**config.mk**
```make
export PLATFORM = sky130hd
export DESIGN_NAME = rename_top
export DESIGN_NICKNAME = d
export VERILOG_FILES = /design/src/rtl/rename_pkg.sv /design/src/rtl/fifo_if.sv /design/src/rtl/circ_fifo.sv /design/src/rtl/map_table.sv /design/src/rtl/rename_stage.sv /design/src/rtl/rename_top.sv
export SDC_FILE = /design/constraint.sdc
export NUM_CORES = 1
export LEC_CHECK = 0
export BUFFER_PORTS_ARGS = -buffer_cell sky130_fd_sc_hd__buf_2
export CAP_MARGIN = 20
export CELL_PAD_IN_SITES_DETAIL_PLACEMENT = 0
export CELL_PAD_IN_SITES_GLOBAL_PLACEMENT = 2
export CORE_UTILIZATION = 34
export CTS_BUF_LIST = sky130_fd_sc_hd__clkbuf_16
export CTS_CLUSTER_DIAMETER = 80
export DETAILED_ROUTE_END_ITERATION = 12
export MAX_ROUTING_LAYER = met4
export PLACE_DENSITY_LB_ADDON = 0.1
export SLEW_MARGIN = 20
export SYNTH_ARGS = -nofsm -noshare
export SYNTH_HDL_FRONTEND = slang
export SYNTH_SLANG_ARGS = --single-unit
```
**constraint.sdc**
```tcl
create_clock -name clk -period 4.1 [get_ports clk]
set_clock_uncertainty 0.15 [all_clocks]
set_input_delay 0.615 -clock clk [delete_from_list [all_inputs] [get_ports clk]]
set_output_delay 0.615 -clock clk [all_outputs]
set_load 0.02 [all_outputs]
```
**src/rtl/rename_pkg.sv**
```systemverilog
package rename_pkg;

	// ##########################################################
	// register file sizes
	// ##########################################################
	localparam int NUM_ARCH_REGS = 32;
	localparam int NUM_PHYS_REGS = 64;
	localparam int FREE_REGS     = NUM_PHYS_REGS - NUM_ARCH_REGS; // also decoder credits

	localparam int ARCH_W = $clog2(NUM_ARCH_REGS);  // 5
	localparam int PHYS_W = $clog2(NUM_PHYS_REGS);  // 6
	localparam int ACT_W  = ARCH_W + PHYS_W;        // {arch rd, old phys}
	localparam int CNT_W  = $clog2(FREE_REGS + 1);  // fifo occupancy, 0..FREE_REGS

	localparam logic [5:0] OP_RTYPE = 6'd0;

	// ##########################################################
	// instruction word, two decodes of the same 32 bits
	// ##########################################################
	typedef union packed {
		struct packed {
			logic [5:0]        op;
			logic [ARCH_W-1:0] rs;
			logic [ARCH_W-1:0] rt;
			logic [ARCH_W-1:0] rd;    // dest for r-type
			logic [4:0]        shamt;
			logic [5:0]        funct;
		} r;
		struct packed {
			logic [5:0]        op;
			logic [ARCH_W-1:0] rs;
			logic [ARCH_W-1:0] rt;    // dest for i-type
			logic [15:0]       imm;
		} i;
	} instr_u;

endpackage

```
**src/rtl/fifo_if.sv**
```systemverilog
interface fifo_if
	import rename_pkg::*;
#(
	parameter int WIDTH = 8
) ();

	// user side
	logic             push;
	logic [WIDTH-1:0] push_data;
	logic             pop;      // only while !empty

	// fifo side
	logic [WIDTH-1:0] pop_data; // head entry, combinational
	logic             empty;
	logic [CNT_W-1:0] count;

	modport store (
		input  push, push_data, pop,
		output pop_data, empty, count
	);

	modport user (
		output push, push_data, pop,
		input  pop_data, empty, count
	);

endinterface

```
**src/rtl/circ_fifo.sv**
```systemverilog
module circ_fifo
	import rename_pkg::*;
#(
	parameter int WIDTH      = 6,
	parameter int DEPTH      = 32,
	parameter int INIT_FIRST = -1  // <0 resets empty, else preload INIT_FIRST+i
) (
	input logic   clk,
	input logic   rst,
	fifo_if.store f
);

	localparam int PTR_W = $clog2(DEPTH);

	logic [WIDTH-1:0] mem [DEPTH];
	logic [PTR_W-1:0] head;  // oldest entry
	logic [PTR_W-1:0] tail;  // next free slot
	logic [CNT_W-1:0] count;

	// pointers wrap at DEPTH, which need not be a power of two
	function automatic logic [PTR_W-1:0] ptr_inc(input logic [PTR_W-1:0] p);
		return (p == PTR_W'(DEPTH - 1)) ? '0 : p + 1'b1;
	endfunction

	// ##########################################################
	// pointers and occupancy
	// ##########################################################
	always_ff @(posedge clk) begin
		if (rst) begin
			head  <= '0;
			tail  <= '0;  // full preload wraps tail back onto head
			count <= (INIT_FIRST < 0) ? '0 : CNT_W'(DEPTH);
		end else begin
			if (f.pop)
				head <= ptr_inc(head);
			if (f.push)
				tail <= ptr_inc(tail);
			case ({f.push, f.pop})
				2'b10:   count <= count + 1'b1;
				2'b01:   count <= count - 1'b1;
				default: count <= count;  // both or neither
			endcase
		end
	end

	// ##########################################################
	// storage
	// ##########################################################
	always_ff @(posedge clk) begin
		if (rst) begin
			if (INIT_FIRST >= 0) begin
				// free list starts as INIT_FIRST, INIT_FIRST+1, ...
				for (int i = 0; i < DEPTH; i++)
					mem[i] <= WIDTH'(INIT_FIRST + i);
			end
		end else if (f.push) begin
			mem[tail] <= f.push_data;  // push to a full fifo never happens here
		end
	end

	assign f.pop_data = mem[head];  // show-ahead
	assign f.empty    = (count == '0);
	assign f.count    = count;

endmodule

```
**src/rtl/map_table.sv**
```systemverilog
module map_table
	import rename_pkg::*;
(
	input  logic              clk,
	input  logic              rst,
	input  logic [ARCH_W-1:0] rs_arch,
	input  logic [ARCH_W-1:0] rt_arch,
	input  logic [ARCH_W-1:0] rd_arch,
	output logic [PHYS_W-1:0] rs_phys,
	output logic [PHYS_W-1:0] rt_phys,
	output logic [PHYS_W-1:0] rd_old_phys,
	input  logic              wr_en,
	input  logic [ARCH_W-1:0] wr_arch,
	input  logic [PHYS_W-1:0] wr_phys
);

	logic [PHYS_W-1:0] map [NUM_ARCH_REGS];  // arch -> phys

	// ##########################################################
	// write port
	// ##########################################################
	always_ff @(posedge clk) begin
		if (rst) begin
			// identity, arch i lives in phys i
			for (int i = 0; i < NUM_ARCH_REGS; i++)
				map[i] <= PHYS_W'(i);
		end else if (wr_en) begin
			map[wr_arch] <= wr_phys;
		end
	end

	// ##########################################################
	// read ports
	// ##########################################################
	// flop array, so a same-cycle write is seen only after the edge
	assign rs_phys     = map[rs_arch];
	assign rt_phys     = map[rt_arch];
	assign rd_old_phys = map[rd_arch];  // mapping being replaced

endmodule

```
**src/rtl/rename_stage.sv**
```systemverilog
module rename_stage
	import rename_pkg::*;
(
	input  logic              clk,
	input  logic              rst,

	// decoder side
	input  logic              dec_valid,
	input  instr_u            dec_instr,

	// renamed instruction
	output logic              ren_valid,
	output logic [PHYS_W-1:0] ren_rs_phys,
	output logic [PHYS_W-1:0] ren_rt_phys,
	output logic [PHYS_W-1:0] ren_rd_phys,
	output logic [PHYS_W-1:0] ren_old_phys,

	// retire side
	input  logic              commit_valid,
	output logic              commit_done,
	output logic [ARCH_W-1:0] commit_arch,
	output logic [PHYS_W-1:0] commit_phys,
	output logic              credit_return,

	fifo_if.user              free_q,
	fifo_if.user              act_q,

	// map table
	output logic [ARCH_W-1:0] rs_arch,
	output logic [ARCH_W-1:0] rt_arch,
	output logic [ARCH_W-1:0] rd_arch,
	input  logic [PHYS_W-1:0] rs_phys,
	input  logic [PHYS_W-1:0] rt_phys,
	input  logic [PHYS_W-1:0] rd_old_phys,
	output logic              wr_en,
	output logic [ARCH_W-1:0] wr_arch,
	output logic [PHYS_W-1:0] wr_phys
);

	logic              do_ren;
	logic              do_commit;
	logic [ARCH_W-1:0] dst_arch;

	// ##########################################################
	// decode
	// ##########################################################
	// rs and rt sit in the same bits for both formats
	assign rs_arch  = dec_instr.r.rs;
	assign rt_arch  = dec_instr.r.rt;
	assign dst_arch = (dec_instr.r.op == OP_RTYPE) ? dec_instr.r.rd : dec_instr.i.rt;
	assign rd_arch  = dst_arch;

	// credits keep the free list non-empty, empty check is a backstop
	assign do_ren    = dec_valid && !free_q.empty;
	assign do_commit = commit_valid && !act_q.empty;  // empty active list ignored

	// ##########################################################
	// allocate and update map
	// ##########################################################
	assign free_q.pop = do_ren;
	assign wr_en      = do_ren;
	assign wr_arch    = dst_arch;
	assign wr_phys    = free_q.pop_data;  // new dest phys

	assign act_q.push      = do_ren;
	assign act_q.push_data = {dst_arch, rd_old_phys};  // arch rd, then old phys

	// retire oldest, its old phys goes back to the free list tail
	assign act_q.pop        = do_commit;
	assign free_q.push      = do_commit;
	assign free_q.push_data = act_q.pop_data[PHYS_W-1:0];

	// ##########################################################
	// output registers
	// ##########################################################
	always_ff @(posedge clk) begin
		if (rst) begin
			ren_valid     <= 1'b0;
			commit_done   <= 1'b0;
			credit_return <= 1'b0;
		end else begin
			ren_valid     <= do_ren;
			commit_done   <= do_commit;
			credit_return <= do_commit;  // one credit per freed reg
		end
	end

	// payload, qualified by the valids above
	always_ff @(posedge clk) begin
		if (do_ren) begin
			ren_rs_phys  <= rs_phys;
			ren_rt_phys  <= rt_phys;
			ren_rd_phys  <= free_q.pop_data;
			ren_old_phys <= rd_old_phys;
		end
		if (do_commit) begin
			commit_arch <= act_q.pop_data[ACT_W-1 -: ARCH_W];
			commit_phys <= act_q.pop_data[PHYS_W-1:0];
		end
	end

endmodule

```
**src/rtl/rename_top.sv**
```systemverilog
module rename_top
	import rename_pkg::*;
(
	input  logic              clk,
	input  logic              rst,

	input  logic              dec_valid,
	input  instr_u            dec_instr,

	output logic              ren_valid,
	output logic [PHYS_W-1:0] ren_rs_phys,
	output logic [PHYS_W-1:0] ren_rt_phys,
	output logic [PHYS_W-1:0] ren_rd_phys,
	output logic [PHYS_W-1:0] ren_old_phys,

	input  logic              commit_valid,
	output logic              commit_done,
	output logic [ARCH_W-1:0] commit_arch,
	output logic [PHYS_W-1:0] commit_phys,
	output logic              credit_return
);

	// map table wires
	logic [ARCH_W-1:0] rs_arch;
	logic [ARCH_W-1:0] rt_arch;
	logic [ARCH_W-1:0] rd_arch;
	logic [PHYS_W-1:0] rs_phys;
	logic [PHYS_W-1:0] rt_phys;
	logic [PHYS_W-1:0] rd_old_phys;
	logic              wr_en;
	logic [ARCH_W-1:0] wr_arch;
	logic [PHYS_W-1:0] wr_phys;

	fifo_if #(.WIDTH(PHYS_W)) free_q ();  // free phys regs
	fifo_if #(.WIDTH(ACT_W))  act_q ();   // in-flight renames, oldest first

	// ##########################################################
	// instances
	// ##########################################################
	rename_stage stage_i (
		.clk, .rst,
		.dec_valid, .dec_instr,
		.ren_valid, .ren_rs_phys, .ren_rt_phys, .ren_rd_phys, .ren_old_phys,
		.commit_valid, .commit_done, .commit_arch, .commit_phys, .credit_return,
		.free_q (free_q.user),
		.act_q  (act_q.user),
		.rs_arch, .rt_arch, .rd_arch,
		.rs_phys, .rt_phys, .rd_old_phys,
		.wr_en, .wr_arch, .wr_phys
	);

	map_table map_i (
		.clk, .rst,
		.rs_arch, .rt_arch, .rd_arch,
		.rs_phys, .rt_phys, .rd_old_phys,
		.wr_en, .wr_arch, .wr_phys
	);

	// preloaded with phys 32..63
	circ_fifo #(.WIDTH(PHYS_W), .DEPTH(FREE_REGS), .INIT_FIRST(NUM_ARCH_REGS)) free_fifo (
		.clk, .rst,
		.f (free_q.store)
	);

	circ_fifo #(.WIDTH(ACT_W), .DEPTH(FREE_REGS), .INIT_FIRST(-1)) active_fifo (
		.clk, .rst,
		.f (act_q.store)
	);

endmodule

```
==> results <==
- The first global-routing pass estimated 174 mm of wire.
- Buffers inserted during clock tree synthesis total 95.
- The final hold violation count is 0.
- The sum of buffers and inverters on the critical path is 2.
- Summed over all nets, the half-perimeter wirelength after detailed placement is 79.5 mm.
- In this run, synthesis inferred 771 flip-flops with an integrated enable.
- Setup repair after global routing left no endpoint under its margin.
- After global routing the overflow that remains totals 0.
- The post-route setup TNS is 0 ns.
- The count of placed standard cells in the final layout, fillers left out is 4171.
- Input and output buffers added on the ports amount to 62.
- The count of final max-slew check failures is 0.
- The final net count is 2659.
- The initial antenna violation count is 0.
- The number of top-level design ports is 74.
- The actual slew at the worst max-slew pin is 1.05 ns.
- Dividing the detail-routed wire length by the instance count gives 28.8 um.
- The most frequently used cell type in the post-synthesis netlist is sky130_fd_sc_hd__edfxtp_1.
- After detailed routing, no signal wire sits above met4.
- 0 antenna diodes ended up in the layout.
- The internal power is 15.7 mW.
- Setup violations remaining at the end of the flow were counted as 0.
- The number of distinct library cell variants in the gate-level netlist after synthesis is 61.
- STA classifies the critical path startpoint as a register.
- Of all nets on the critical path, the largest fanout is 9.
- In this run the power spent charging and discharging nets is 6.46 mW.
- After routing the design area is 43800 um2.
- The core region is 111000 um2.
- The critical path capture point type is a register.
- The tree built by TritonCTS fans out to 815 sinks.
- Walking the worst path, the cells encountered are or4_1, o31ai_4, or2_2, inv_2, nand3_2, nor2_1, buf_4, or2_2.
- The maximum vdd ir drop is 440 uV.
- The total of cells resized after clock tree synthesis is 0.
- Of the post-synthesis cell area, the dominant cell type holds 0.610.
- Measured on the finished design, the core utilization comes to 0.396.
- The cell row count is 122.
- OpenSTA, run right after detailed placement, puts the worst setup slack at 0.183 ns.
- The average cell area after synthesis is 15.3 um2.
- The post-detailed-route via-to-cell ratio is 5.55.
- The largest area contributor in the synthesized netlist is sky130_fd_sc_hd__edfxtp_1.
- The post-cts hold buffer count is 0.
- The required time at the worst-slack endpoint is 4.36 ns.
- The die covers 113000 um2.
- The number of fill cells in the layout is 10300.
- The final layout contains routed wiring with a total length of 120 mm.
- By area the synthesized netlist is led by sky130_fd_sc_hd__edfxtp_1 61%, sky130_fd_sc_hd__mux4_2 17%, sky130_fd_sc_hd__nor2_1 2.8%, sky130_fd_sc_hd__nand2_1 2.5%, sky130_fd_sc_hd__dfxtp_1 2.3%.
- The most used flip-flop cell after synthesis is sky130_fd_sc_hd__edfxtp_1.
- After synthesis the netlist holds a flip-flop and latch count of 815.
- The share of post-route cells with drive strength above 1 is 0.275.
- Post-CTS timing repair inserted 0 buffers for setup.
- The placed instances occupy a cell area of 40800 um2.
- Of the total power, combinational logic draws 0.187.
- The total of max-cap violations is 0.
- The remaining max-slew budget at the tightest pin is 0.298.
- The maximum number of buffers from clock root to sink is 3.
- The slowest library cell on the worst path is sky130_fd_sc_hd__or4_1.
- The antenna violation net count after detailed routing is 0.
- The dominant delay contributor by cell family on the critical path is simple AND/OR/NAND/NOR gates.
- The routability congestion estimate is 0.870.
- The net count after synthesis is 2539.
- The die span in y is 336 um.
- The static leakage is 13.7 nW.
- The overall routing resource usage is 0.222.
- The most numerous cell on the critical path is sky130_fd_sc_hd__or2_2.
- For this block, wires on met1 add up to 54.9 mm.
- The setup path with the least slack is of type register to register.
- The total via count in the routed design is 23200.
- The total power divided by cell area is 506 nW/um2.
- After the first detailed-routing iteration, the DRC count stood at 2283.
- For this run, the detailed router's first-pass iteration total came to 5.
- For this run, the register share of the synthesized area comes to 0.634.
- The via count of the first global-routing pass is 23500.
- The effective utilization at floorplan is 0.343.
- The synthesized netlist occupies a cell area of 37900 um2.
- The clock reaches the later pin of the worst-skew pair after 0.69 ns.
- For this run, design rule violations remaining after detail routing come to 0.
- The post-layout worst setup margin is 0.513 ns.
- For the worst setup path, the data arrival time is 3.84 ns.
- In the finished design, the share of the clock period the worst path needs comes to 0.875.
- The timing-limited maximum frequency is 279 MHz.
- The share of total power dissipated in sequential elements is 0.445.
- The post-placement cell count is 3994.
- The final critical path time including I/O delays and setup is 3.59 ns.
- The part of the total power dissipated in the clock network is 0.368.
- The buffer cell driving the clock tree root is sky130_fd_sc_hd__clkbuf_16.
- The number of H-tree levels is 3.
- Measured along the x axis, the die boundary spans 336 um.
- The clock tree from TritonCTS is yes.
- The run finished with clean final reports.
- Of the total power, the share spent switching nets is 0.292.
- Hold is met by 0.119 ns.
- By count the netlist is led by 771 x sky130_fd_sc_hd__edfxtp_1, 290 x sky130_fd_sc_hd__mux4_2, 285 x sky130_fd_sc_hd__nor2_1.
- Yosys printed 0 warnings.
- The pin count of the biggest net entering global routing is 72.
- Of all flip-flops after synthesis, the portion carrying an async set or reset was 0.
- The clock slew at the register clock pins of the worst setup and hold paths is 0.06 ns.
- The area growth from synthesis to layout is 15.4%.
- The design draws 22.1 mW.
- Synthesis produced 2483 cells.
- Summed over all nets, wire length on met2 after detailed routing comes to 56.7 mm.
- The worst hold path belongs to the class input port to register.
- The routed length on met3 is 6.25 mm.
- For this run, the slowest stage of the critical path takes 0.60 ns.
[cells by family after synthesis]
group | count (synthesis) | synth area share
AOI/OAI and AO/OA | 229 | 0.0417
xor gates and xnor gates | 12 | 0.00277
adders and majority gates | 20 | 0.00660
buffers and inverters | 222 | 0.0263
DFF | 815 | 0.634
muxes | 321 | 0.183
and+or+nand+nor | 864 | 0.106
[path summary, 6_finish.rpt]
kind	from	depth (start not counted)	slack [ns]	to
hold reg to reg	active_fifo.head[4]	2	0.36	active_fifo.head[4]
setup reg to reg	free_fifo.f.count[2]	8	0.51	map_i.map[31][3]
hold / removal	rst	2	0.12	stage_i.commit_done
setup / recovery	free_fifo.f.count[2]	8	0.51	map_i.map[31][3]
[power groups by stage]
| stage | Clock, mW | Combinational [mW] | Sequential, mW |
|---|---|---|---|
| final | 8.14 | 4.14 | 9.86 |
| after floorplan | 0 | 2.54 | 9.97 |
| after CTS | 8.34 | 4.20 | 9.87 |
| after global routing | 8.67 | 4.41 | 9.91 |
| after detailed placement | 0 | 4.20 | 10.0 |
| after global placement | 0 | 4.15 | 10.0 |
[flip-flops by register name (all words and copies together) (netlist names), named ones only]
register	flops
map_i.map	192
stage_i.commit_done	1
free_fifo.f.count	6
stage_i.ren_old_phys	6
active_fifo.f.count	6
active_fifo.head	5
stage_i.ren_rt_phys	6
stage_i.ren_valid	1
free_fifo.mem	192
stage_i.ren_rd_phys	6
free_fifo.tail	5
stage_i.ren_rs_phys	6
free_fifo.head	5
active_fifo.tail	5
active_fifo.mem	352
stage_i.commit_arch	5
stage_i.commit_phys	6
[cell type report]
class	count	area [um2]	area share
Clock buffer	96	2400	0.0549
Clock inverter	81	584	0.0133
Inverter	25	96.3	0.00220
Multi-Input combinational cell	1446	13000	0.298
Sequential cell	815	24000	0.549
Tap cell	1488	1860	0.0425
Timing Repair Buffer	220	1770	0.0403
[metal layers]
| metal | global-route usage | vias to the layer above |
|---|---|---|
| met2 | 0.344 | 787 |
| met1 | 0.310 | 12200 |
| met5 | - | - |
| met3 | 0.0294 | 160 |
| li1 | - | 9988 |
| met4 | 0.0530 | 0 |
[placed cells by master, fill, tap and decap left out, types with 7 or more instances in the layout]
cell,instances
sky130_fd_sc_hd__inv_1,36
sky130_fd_sc_hd__a211o_1,18
sky130_fd_sc_hd__a21oi_1,28
sky130_fd_sc_hd__mux2i_4,12
sky130_fd_sc_hd__clkbuf_16,96
sky130_fd_sc_hd__buf_4,140
sky130_fd_sc_hd__clkinv_2,17
sky130_fd_sc_hd__xor2_1,7
sky130_fd_sc_hd__ha_1,20
sky130_fd_sc_hd__inv_2,7
sky130_fd_sc_hd__edfxtp_1,771
sky130_fd_sc_hd__nor3b_1,10
sky130_fd_sc_hd__a2111oi_0,10
sky130_fd_sc_hd__a32oi_1,37
sky130_fd_sc_hd__buf_2,59
sky130_fd_sc_hd__nor3_1,34
sky130_fd_sc_hd__nand3_1,105
sky130_fd_sc_hd__and2_1,7
sky130_fd_sc_hd__nand2b_1,51
sky130_fd_sc_hd__buf_12,21
sky130_fd_sc_hd__and3_1,46
sky130_fd_sc_hd__mux4_2,290
sky130_fd_sc_hd__o21ai_0,68
sky130_fd_sc_hd__or2_2,19
sky130_fd_sc_hd__nand4_1,7
sky130_fd_sc_hd__nand2_1,254
sky130_fd_sc_hd__or3_1,7
sky130_fd_sc_hd__clkinv_1,24
sky130_fd_sc_hd__dfxtp_1,39
sky130_fd_sc_hd__mux2_2,17
sky130_fd_sc_hd__a211oi_1,25
sky130_fd_sc_hd__nor2_1,281
[worst reg2reg max path: cells and delay by family, from the launching register on]
kind	cells	cell delay [ns]
AOI/OAI and AO/OA	1	0.45
and+or+nand+nor	5	1.91
buffers and inverters	2	0.42
DFF	1	0.38
(Power assumes the default switching activity.)
